--- src/source/interp_pkg.sv ---
`default_nettype none

package interp_pkg;

	// Input sample width, two's complement.
	localparam int sample_w = 9;

	// Output sample width.
	// Also the accumulator width.
	localparam int out_w = 20;

	// Coefficient width, two's complement.
	localparam int coef_w = 10;

	// Filter length and tap index width.
	localparam int num_taps = 16;
	localparam int tap_idx_w = 4;

	// Index of the last tap.
	localparam logic [tap_idx_w-1:0] tap_last = tap_idx_w'(num_taps - 1);

	// Clock cycles per slot.
	localparam int slot_period = 42;
	localparam int slot_cnt_w = 6;

	// Terminal count of the slot counter.
	localparam logic [slot_cnt_w-1:0] slot_last = slot_cnt_w'(slot_period - 1);

	// One coefficient.
	typedef logic signed [coef_w-1:0] coef_t;

	// Symmetric low-pass set, index 0 pairs with the newest sample.
	// Magnitudes sum to 958.
	// So 16 full-scale products stay well inside out_w bits.
	localparam coef_t coef_table [0:num_taps-1] = '{
		-10'sd3, -10'sd8, -10'sd6, 10'sd12,
		10'sd48, 10'sd96, 10'sd140, 10'sd166,
		10'sd166, 10'sd140, 10'sd96, 10'sd48,
		10'sd12, -10'sd6, -10'sd8, -10'sd3
	};

	// Stereo input pair.
	typedef struct packed {
		logic signed [sample_w-1:0] left;
		logic signed [sample_w-1:0] right;
	} stereo_t;

	// Stereo output pair.
	typedef struct packed {
		logic signed [out_w-1:0] left;
		logic signed [out_w-1:0] right;
	} stereo_out_t;

	// Slot order within one frame period.
	// Zero slots stuff zeros between real samples.
	typedef enum logic [1:0] {
		slot_fm,
		slot_zero_a,
		slot_other,
		slot_zero_b
	} slot_e;

	// Filter control states.
	typedef enum logic [1:0] {
		mac_idle,
		mac_shift,
		mac_run,
		mac_emit
	} mac_state_e;

endpackage

`default_nettype wire

--- src/source/slot_timer.sv ---
`timescale 1ns/100ps
`default_nettype none

// Free-running slot timer.
// Divides the clock into slots of slot_period cycles.
module slot_timer (
	input  logic clk,
	input  logic rst,
	output logic slot_tick
);

	// Position within the current slot.
	logic [interp_pkg::slot_cnt_w-1:0] cnt;

	// Counts 0 up to the terminal count, then wraps.
	always_ff @(posedge clk) begin
		if (rst) begin
			cnt <= '0;
		end else if (cnt == interp_pkg::slot_last) begin
			cnt <= '0;
		end else begin
			cnt <= cnt + 1'b1;
		end
	end

	// One tick per slot, on the terminal count.
	// Counter is zero in reset, so the tick is low there too.
	assign slot_tick = (cnt == interp_pkg::slot_last);

	// Tick must stay a single-cycle strobe.
	// The sequencer advances one slot per high cycle.
	a_tick_single : assert property (
		@(posedge clk) disable iff (rst)
		slot_tick |=> !slot_tick
	);

endmodule

`default_nettype wire

--- src/source/slot_sequencer.sv ---
`timescale 1ns/100ps
`default_nettype none

// Four-slot frame source for the filter.
// FM pair, zeros, other pair, zeros.
module slot_sequencer (
	input  logic                clk,
	input  logic                rst,
	input  logic                slot_tick,
	input  interp_pkg::stereo_t fm_in,
	input  interp_pkg::stereo_t other_in,
	output interp_pkg::stereo_t frame,
	output logic                frame_valid
);

	// Current slot.
	interp_pkg::slot_e slot;
	interp_pkg::slot_e slot_next;

	// Pair selected for the current slot.
	interp_pkg::stereo_t pick;

	// Source select.
	// Both zero slots feed silence.
	always_comb begin
		case (slot)
			interp_pkg::slot_fm:    pick = fm_in;
			interp_pkg::slot_other: pick = other_in;
			default:                pick = '0;
		endcase
	end

	// Slot order wraps after slot_zero_b.
	always_comb begin
		case (slot)
			interp_pkg::slot_fm:     slot_next = interp_pkg::slot_zero_a;
			interp_pkg::slot_zero_a: slot_next = interp_pkg::slot_other;
			interp_pkg::slot_other:  slot_next = interp_pkg::slot_zero_b;
			default:                 slot_next = interp_pkg::slot_fm;
		endcase
	end

	// Sources are sampled only on the tick edge.
	// Frame then holds until the next tick.
	always_ff @(posedge clk) begin
		if (rst) begin
			slot        <= interp_pkg::slot_fm;
			frame       <= '0;
			frame_valid <= 1'b0;
		end else begin
			// Strobe follows the tick by one cycle.
			frame_valid <= slot_tick;
			if (slot_tick) begin
				frame <= pick;
				slot  <= slot_next;
			end
		end
	end

	// A zero slot must hand the filter a true zero pair.
	// Otherwise the up-sampling images are not suppressed.
	a_zero_slot : assert property (
		@(posedge clk) disable iff (rst)
		slot_tick && (slot == interp_pkg::slot_zero_a || slot == interp_pkg::slot_zero_b)
		|=> frame == '0
	);

endmodule

`default_nettype wire

--- src/source/fir_mac.sv ---
`timescale 1ns/100ps
`default_nettype none

// Stereo 16-tap FIR.
// One tap per clock through a shared multiply-accumulate.
module fir_mac (
	input  logic                    clk,
	input  logic                    rst,
	input  interp_pkg::stereo_t     frame,
	input  logic                    frame_valid,
	output interp_pkg::stereo_out_t audio_out,
	output logic                    sample_out
);

	// Sample history, newest at index 0.
	interp_pkg::stereo_t hist [0:interp_pkg::num_taps-1];

	// Control.
	interp_pkg::mac_state_e state;
	logic [interp_pkg::tap_idx_w-1:0] tap_idx;

	// Running sums for both channels.
	interp_pkg::stereo_out_t acc;

	// Operands for the current tap.
	logic signed [interp_pkg::coef_w-1:0]   coef_cur;
	logic signed [interp_pkg::sample_w-1:0] smp_l;
	logic signed [interp_pkg::sample_w-1:0] smp_r;

	// Operands widened to accumulator width.
	logic signed [interp_pkg::out_w-1:0] coef_ext;
	logic signed [interp_pkg::out_w-1:0] smp_l_ext;
	logic signed [interp_pkg::out_w-1:0] smp_r_ext;

	// Products and updated sums.
	logic signed [interp_pkg::out_w-1:0] prod_l;
	logic signed [interp_pkg::out_w-1:0] prod_r;
	logic signed [interp_pkg::out_w-1:0] sum_l;
	logic signed [interp_pkg::out_w-1:0] sum_r;

	// Tap fetch.
	assign coef_cur = interp_pkg::coef_table[tap_idx];
	assign smp_l    = hist[tap_idx].left;
	assign smp_r    = hist[tap_idx].right;

	// Sign extension by hand.
	assign coef_ext = {
		{(interp_pkg::out_w - interp_pkg::coef_w){coef_cur[interp_pkg::coef_w-1]}},
		coef_cur
	};
	assign smp_l_ext = {
		{(interp_pkg::out_w - interp_pkg::sample_w){smp_l[interp_pkg::sample_w-1]}},
		smp_l
	};
	assign smp_r_ext = {
		{(interp_pkg::out_w - interp_pkg::sample_w){smp_r[interp_pkg::sample_w-1]}},
		smp_r
	};

	// Product needs 19 bits, so 20 never truncates.
	assign prod_l = coef_ext * smp_l_ext;
	assign prod_r = coef_ext * smp_r_ext;

	// Coefficient magnitude bound keeps these from wrapping.
	assign sum_l = acc.left + prod_l;
	assign sum_r = acc.right + prod_r;

	// History shift register.
	// Moves only in mac_shift, once per frame.
	always_ff @(posedge clk) begin
		if (rst) begin
			for (int i = 0; i < interp_pkg::num_taps; i++) begin
				hist[i] <= '0;
			end
		end else if (state == interp_pkg::mac_shift) begin
			for (int i = interp_pkg::num_taps - 1; i > 0; i--) begin
				hist[i] <= hist[i-1];
			end
			hist[0] <= frame;
		end
	end

	// Accumulators are cleared at the start of every frame.
	always_ff @(posedge clk) begin
		if (state == interp_pkg::mac_shift) begin
			acc <= '0;
		end else if (state == interp_pkg::mac_run) begin
			acc.left  <= sum_l;
			acc.right <= sum_r;
		end
	end

	// Filter FSM.
	// idle -> shift -> 16 x run -> emit -> idle.
	always_ff @(posedge clk) begin
		if (rst) begin
			state      <= interp_pkg::mac_idle;
			tap_idx    <= '0;
			audio_out  <= '0;
			sample_out <= 1'b0;
		end else begin
			sample_out <= 1'b0;
			case (state)
				interp_pkg::mac_idle: begin
					if (frame_valid) begin
						state <= interp_pkg::mac_shift;
					end
				end
				interp_pkg::mac_shift: begin
					tap_idx <= '0;
					state   <= interp_pkg::mac_run;
				end
				interp_pkg::mac_run: begin
					tap_idx <= tap_idx + 1'b1;
					// Last tap lands straight in the output register.
					if (tap_idx == interp_pkg::tap_last) begin
						audio_out.left  <= sum_l;
						audio_out.right <= sum_r;
						sample_out      <= 1'b1;
						state           <= interp_pkg::mac_emit;
					end
				end
				default: begin
					// Output cycle, sample_out is high here.
					state <= interp_pkg::mac_idle;
				end
			endcase
		end
	end

	// Frames are one slot apart and a pass is shorter than a slot.
	// A frame outside idle means the slot timing broke.
	a_frame_in_idle : assert property (
		@(posedge clk) disable iff (rst)
		frame_valid |-> state == interp_pkg::mac_idle
	);

	// One output strobe per frame.
	a_sample_single : assert property (
		@(posedge clk) disable iff (rst)
		sample_out |=> !sample_out
	);

endmodule

`default_nettype wire

--- src/source/audio_interp.sv ---
`timescale 1ns/100ps
`default_nettype none

// Stereo interpolator top.
// Up-samples by two and mixes FM with a second source.
module audio_interp (
	input  logic                    clk,
	input  logic                    rst,
	input  interp_pkg::stereo_t     fm_in,
	input  interp_pkg::stereo_t     other_in,
	output interp_pkg::stereo_out_t audio_out,
	output logic                    sample_out
);

	// One strobe per slot.
	logic slot_tick;

	// Pair handed to the filter each slot.
	interp_pkg::stereo_t frame;
	logic frame_valid;

	// Slot timing.
	slot_timer u_slot_timer (
		.clk       (clk),
		.rst       (rst),
		.slot_tick (slot_tick)
	);

	// Source selection and zero stuffing.
	slot_sequencer u_slot_sequencer (
		.clk         (clk),
		.rst         (rst),
		.slot_tick   (slot_tick),
		.fm_in       (fm_in),
		.other_in    (other_in),
		.frame       (frame),
		.frame_valid (frame_valid)
	);

	// Low-pass interpolation filter.
	fir_mac u_fir_mac (
		.clk         (clk),
		.rst         (rst),
		.frame       (frame),
		.frame_valid (frame_valid),
		.audio_out   (audio_out),
		.sample_out  (sample_out)
	);

endmodule

`default_nettype wire

--- config.mk ---
export PLATFORM = sky130hd
export DESIGN_NAME = audio_interp
export DESIGN_NICKNAME = d
export VERILOG_FILES = /design/src/source/interp_pkg.sv /design/src/source/slot_timer.sv /design/src/source/slot_sequencer.sv /design/src/source/fir_mac.sv /design/src/source/audio_interp.sv
export SDC_FILE = /design/constraint.sdc
export NUM_CORES = 1
export LEC_CHECK = 0
export BUFFER_PORTS_ARGS = -buffer_cell sky130_fd_sc_hd__buf_4
export CORE_MARGIN = 3
export CORE_UTILIZATION = 50
export CTS_BUF_LIST = sky130_fd_sc_hd__clkbuf_4 sky130_fd_sc_hd__clkbuf_8
export DETAILED_ROUTE_END_ITERATION = 6
export GPL_TIMING_DRIVEN = 0
export PLACE_DENSITY = 0.66
export SYNTH_ARGS = -nofsm -noshare
export SYNTH_HDL_FRONTEND = slang
export SYNTH_SLANG_ARGS = --single-unit
--- constraint.sdc ---
create_clock -name clk -period 11.9 [get_ports clk]
set_input_delay 1.785 -clock clk [delete_from_list [all_inputs] [get_ports clk]]
set_output_delay 1.785 -clock clk [all_outputs]
set_load 0.02 [all_outputs]
==> impl_metrics.yaml <==
place:
  dp.cells: 2974
  io_buffers: 78
  post_dp_cell_area_sq_um: 27000
  gp_congestion: 0.909
  place_ws_ps: 2190
  place_hpwl_um: 45600
finish:
  area_delta_synth_final_pct: 11.7
  nets: 2698
  drive_gt1_share_pct: 13.5
  finalNonFillerCells: 3100
  multi_input_comb_area_sq_um: 13400
  seq_area_sq_um: 11000
  finalInstanceArea_sq_um: 28500
  fillers: 4329
route:
  route.detailed.drc: 0
  wire_per_inst_um: 19.5
  viasPerCell: 5.58
  first_iter_violations: 1511
  detail-route-antenna-nets: 0
  drt-total-wl_um: 60500
  firstDrtPassIters: 5
  vias: 17300
timing:
  setup_ws_ps: 1990
  period_needed_ps: 9910
  setup_violations: 0
  rsz0062_at_grt: "no"
  tns_ps: 0
  clock.fmax_mhz: 101
  hold_viol: 0
  slew_viol_final: 0
  tightest_slew_ps: 1170
  fin_crit_sh_pct: 83.3
  finalClockSkew_ps: 24.4
  max_slew_margin_pct: 21.8
worst_hold_path:
  hold_class: "register to register"
setup_path:
  cp-endpoint: "u_fir_mac.acc[38]"
  rrSetupSlack_ps: 1990
  worstPathMaxFanout: 10
  crit_required_ps: 12420
  max_stage_delay_ps: 580
  critPathArrivalTime_ps: 10430
  slowest_stage: "o21ai_1"
  cp-end-kind: "register"
  criticalPathCategory: "register to register"
  start_kind: "register"
  crit_top_cell: "fa_1"
  r2r-end: "u_fir_mac.acc[38]"
  r2r_cells: 32
outcome:
  status: "finished, final reports clean"
synth:
  syn_avg_cell_area_sq_um: 11.5
  ys_types: 71
  synth_nets: 2542
  ys_seq_elements: 406
  synth_top_family_by_area: "adder cells"
  ys_async_sr_fraction_pct: 0
  yosysSeqAreaShare_pct: 43.2
  synth_compound_area_share_pct: 7.11
  syn_area_sq_um: 25500
  synthMuxAreaShare_pct: 9.26
  synthAdderAreaFrac_pct: 18.4
  synth_cells: 2219
  synth-xor-area-share_pct: 2.10
  synth-simple-area-share_pct: 15.6
  synth_edf_count: 288
  synth_flop_cell: "edfxtp_1"
  yosys_warnings: 0
die:
  die_y_um: 232
  core_sq_um: 50300
  rows: 82
  die_w_um: 232
  io_pins: 79
  die_area_sq_um: 53700
  start_util_pct: 50.7
clocking:
  ctsRootBufferMaster: "clkbuf_8"
  htree_levels: 3
  cts_resized: 0
  postCtsHoldBufs: 0
  clk_pin_slew_worst_paths_ps: 60
  cts_tree: "built"
  clockBufferDepth: 3
  post-cts-setup-buffers: 0
  cts_buffers: 71
  insertion_delay_ps: 660
  clock_sink_count: 406
global_route:
  grt_first_pass_wirelength_um: 97900
  track_usage_pct: 23.3
  overflow: 0
  antenna_found_initial: 2
  grt_pass1_vias: 17900
  grt_max_degree: 73
run:
  max_cap_viol_count: 0
==> Yosys cell counts, drive strengths merged (20+ instances only) <==
| cell type | count | share of area, % |
|---|---|---|
| and2 | 299 | 7.3 |
| edfxtp | 288 | 34 |
| inv | 188 | 2.8 |
| nor2 | 183 | 2.7 |
| nand2 | 159 | 2.3 |
| fa | 148 | 12 |
| ha | 137 | 6.7 |
| dfxtp | 118 | 9.3 |
| clkbuf | 86 | 1.3 |
| mux4 | 78 | 6.9 |
| a21oi | 69 | 1.4 |
| o21ai | 51 | 1.0 |
| mux2i | 41 | 1.6 |
| xnor2 | 40 | 1.4 |
| a211oi | 36 | 1.1 |
| nor3 | 23 | 0.45 |
| nand3 | 20 | 0.39 |
==> layer usage <==
metal | vias to the layer above | GRT usage [%] | part of all wire, %
met3 | 88 | 3.85 | 6.9
met1 | 8638 | 33.8 | 45
met5 | - | 0 | 0.017
met4 | 2 | 8.02 | 2.5
li1 | 8003 | - | -
met2 | 567 | 35.9 | 45
==> cells by family (layout without fill, tap and decap cells) <==
kind of cell | after synthesis | after routing
adder cells (fa/ha/maj) | 285 | 285
AND/OR/NAND/NOR | 771 | 771
AO/OA/AOI/OAI | 271 | 271
XOR/XNOR | 58 | 58
flip-flops | 406 | 406
buffers and inverters | 292 | 499
multiplexers | 136 | 136
other | 0 | 2
==> through the flow <==
stage | utilization [%] | hold slack, ps
final | 56.6 | 456
after global routing | 56.6 | 477
after CTS | 56.6 | 457
after detailed placement | 53.7 | 447
after global placement | 53.5 | 446
after floorplan | - | 450
==> layout make-up <==
cell class	count	share of cell area, %
Multi-Input combinational cell	1521	46.9
Sequential cell	406	38.7
Clock buffer	103	4.50
Tap cell	672	2.96
Inverter	190	2.51
Timing Repair Buffer	83	2.46
Buffer	102	1.39
Clock inverter	21	0.541
Antenna cell	2	0.0176
==> worst min-delay path by stage <==
| stage | start | endpoint | cells after the start |
|---|---|---|---|
| finish | u_fir_mac.audio_out[7] | u_fir_mac.audio_out[7] | 2 |
| global route | u_fir_mac.audio_out[4] | u_fir_mac.audio_out[4] | 2 |
| CTS | u_fir_mac.audio_out[26] | u_fir_mac.audio_out[26] | 2 |
| detailed placement | u_fir_mac.audio_out[3] | u_fir_mac.audio_out[3] | 2 |
| global placement | u_fir_mac.audio_out[26] | u_fir_mac.audio_out[26] | 2 |
| floorplan | u_fir_mac.acc[14] | u_fir_mac.acc[14] | 2 |
==> placed cells by master, fill, tap and decap left out, drive strengths merged, types with 36 or more instances in the layout <==
cell type / instances
a21oi: 69
xnor2: 40
fa: 148
mux4: 78
edfxtp: 288
a211oi: 36
nand2: 159
buf: 99
o21ai: 51
dfxtp: 118
nor2: 183
clkbuf: 189
mux2i: 41
and2: 299
inv: 191
ha: 137
==> flip-flops by register name, indices dropped and copies added (netlist names), 2 cells and up, named ones only <==
name / flops
u_fir_mac.hist: 288
u_fir_mac.acc: 40
u_fir_mac.audio_out: 40
u_slot_sequencer.frame: 18
u_slot_timer.cnt: 6
u_fir_mac.tap_idx: 4
u_fir_mac.state: 2
u_slot_sequencer.slot: 2
==> worst max-delay path: cells and delay by family, from the launching register on <==
kind	cells	cell delay, ps
simple gates	5	810
flops	1	300
buf+inv	5	1520
compound gates	12	3110
xor+xnor	1	130
fa+ha+maj	7	3240
mux	2	630
Power is not shown: default switching activity piles up to over one toggle a cycle in this logic, so the estimate is an artifact.
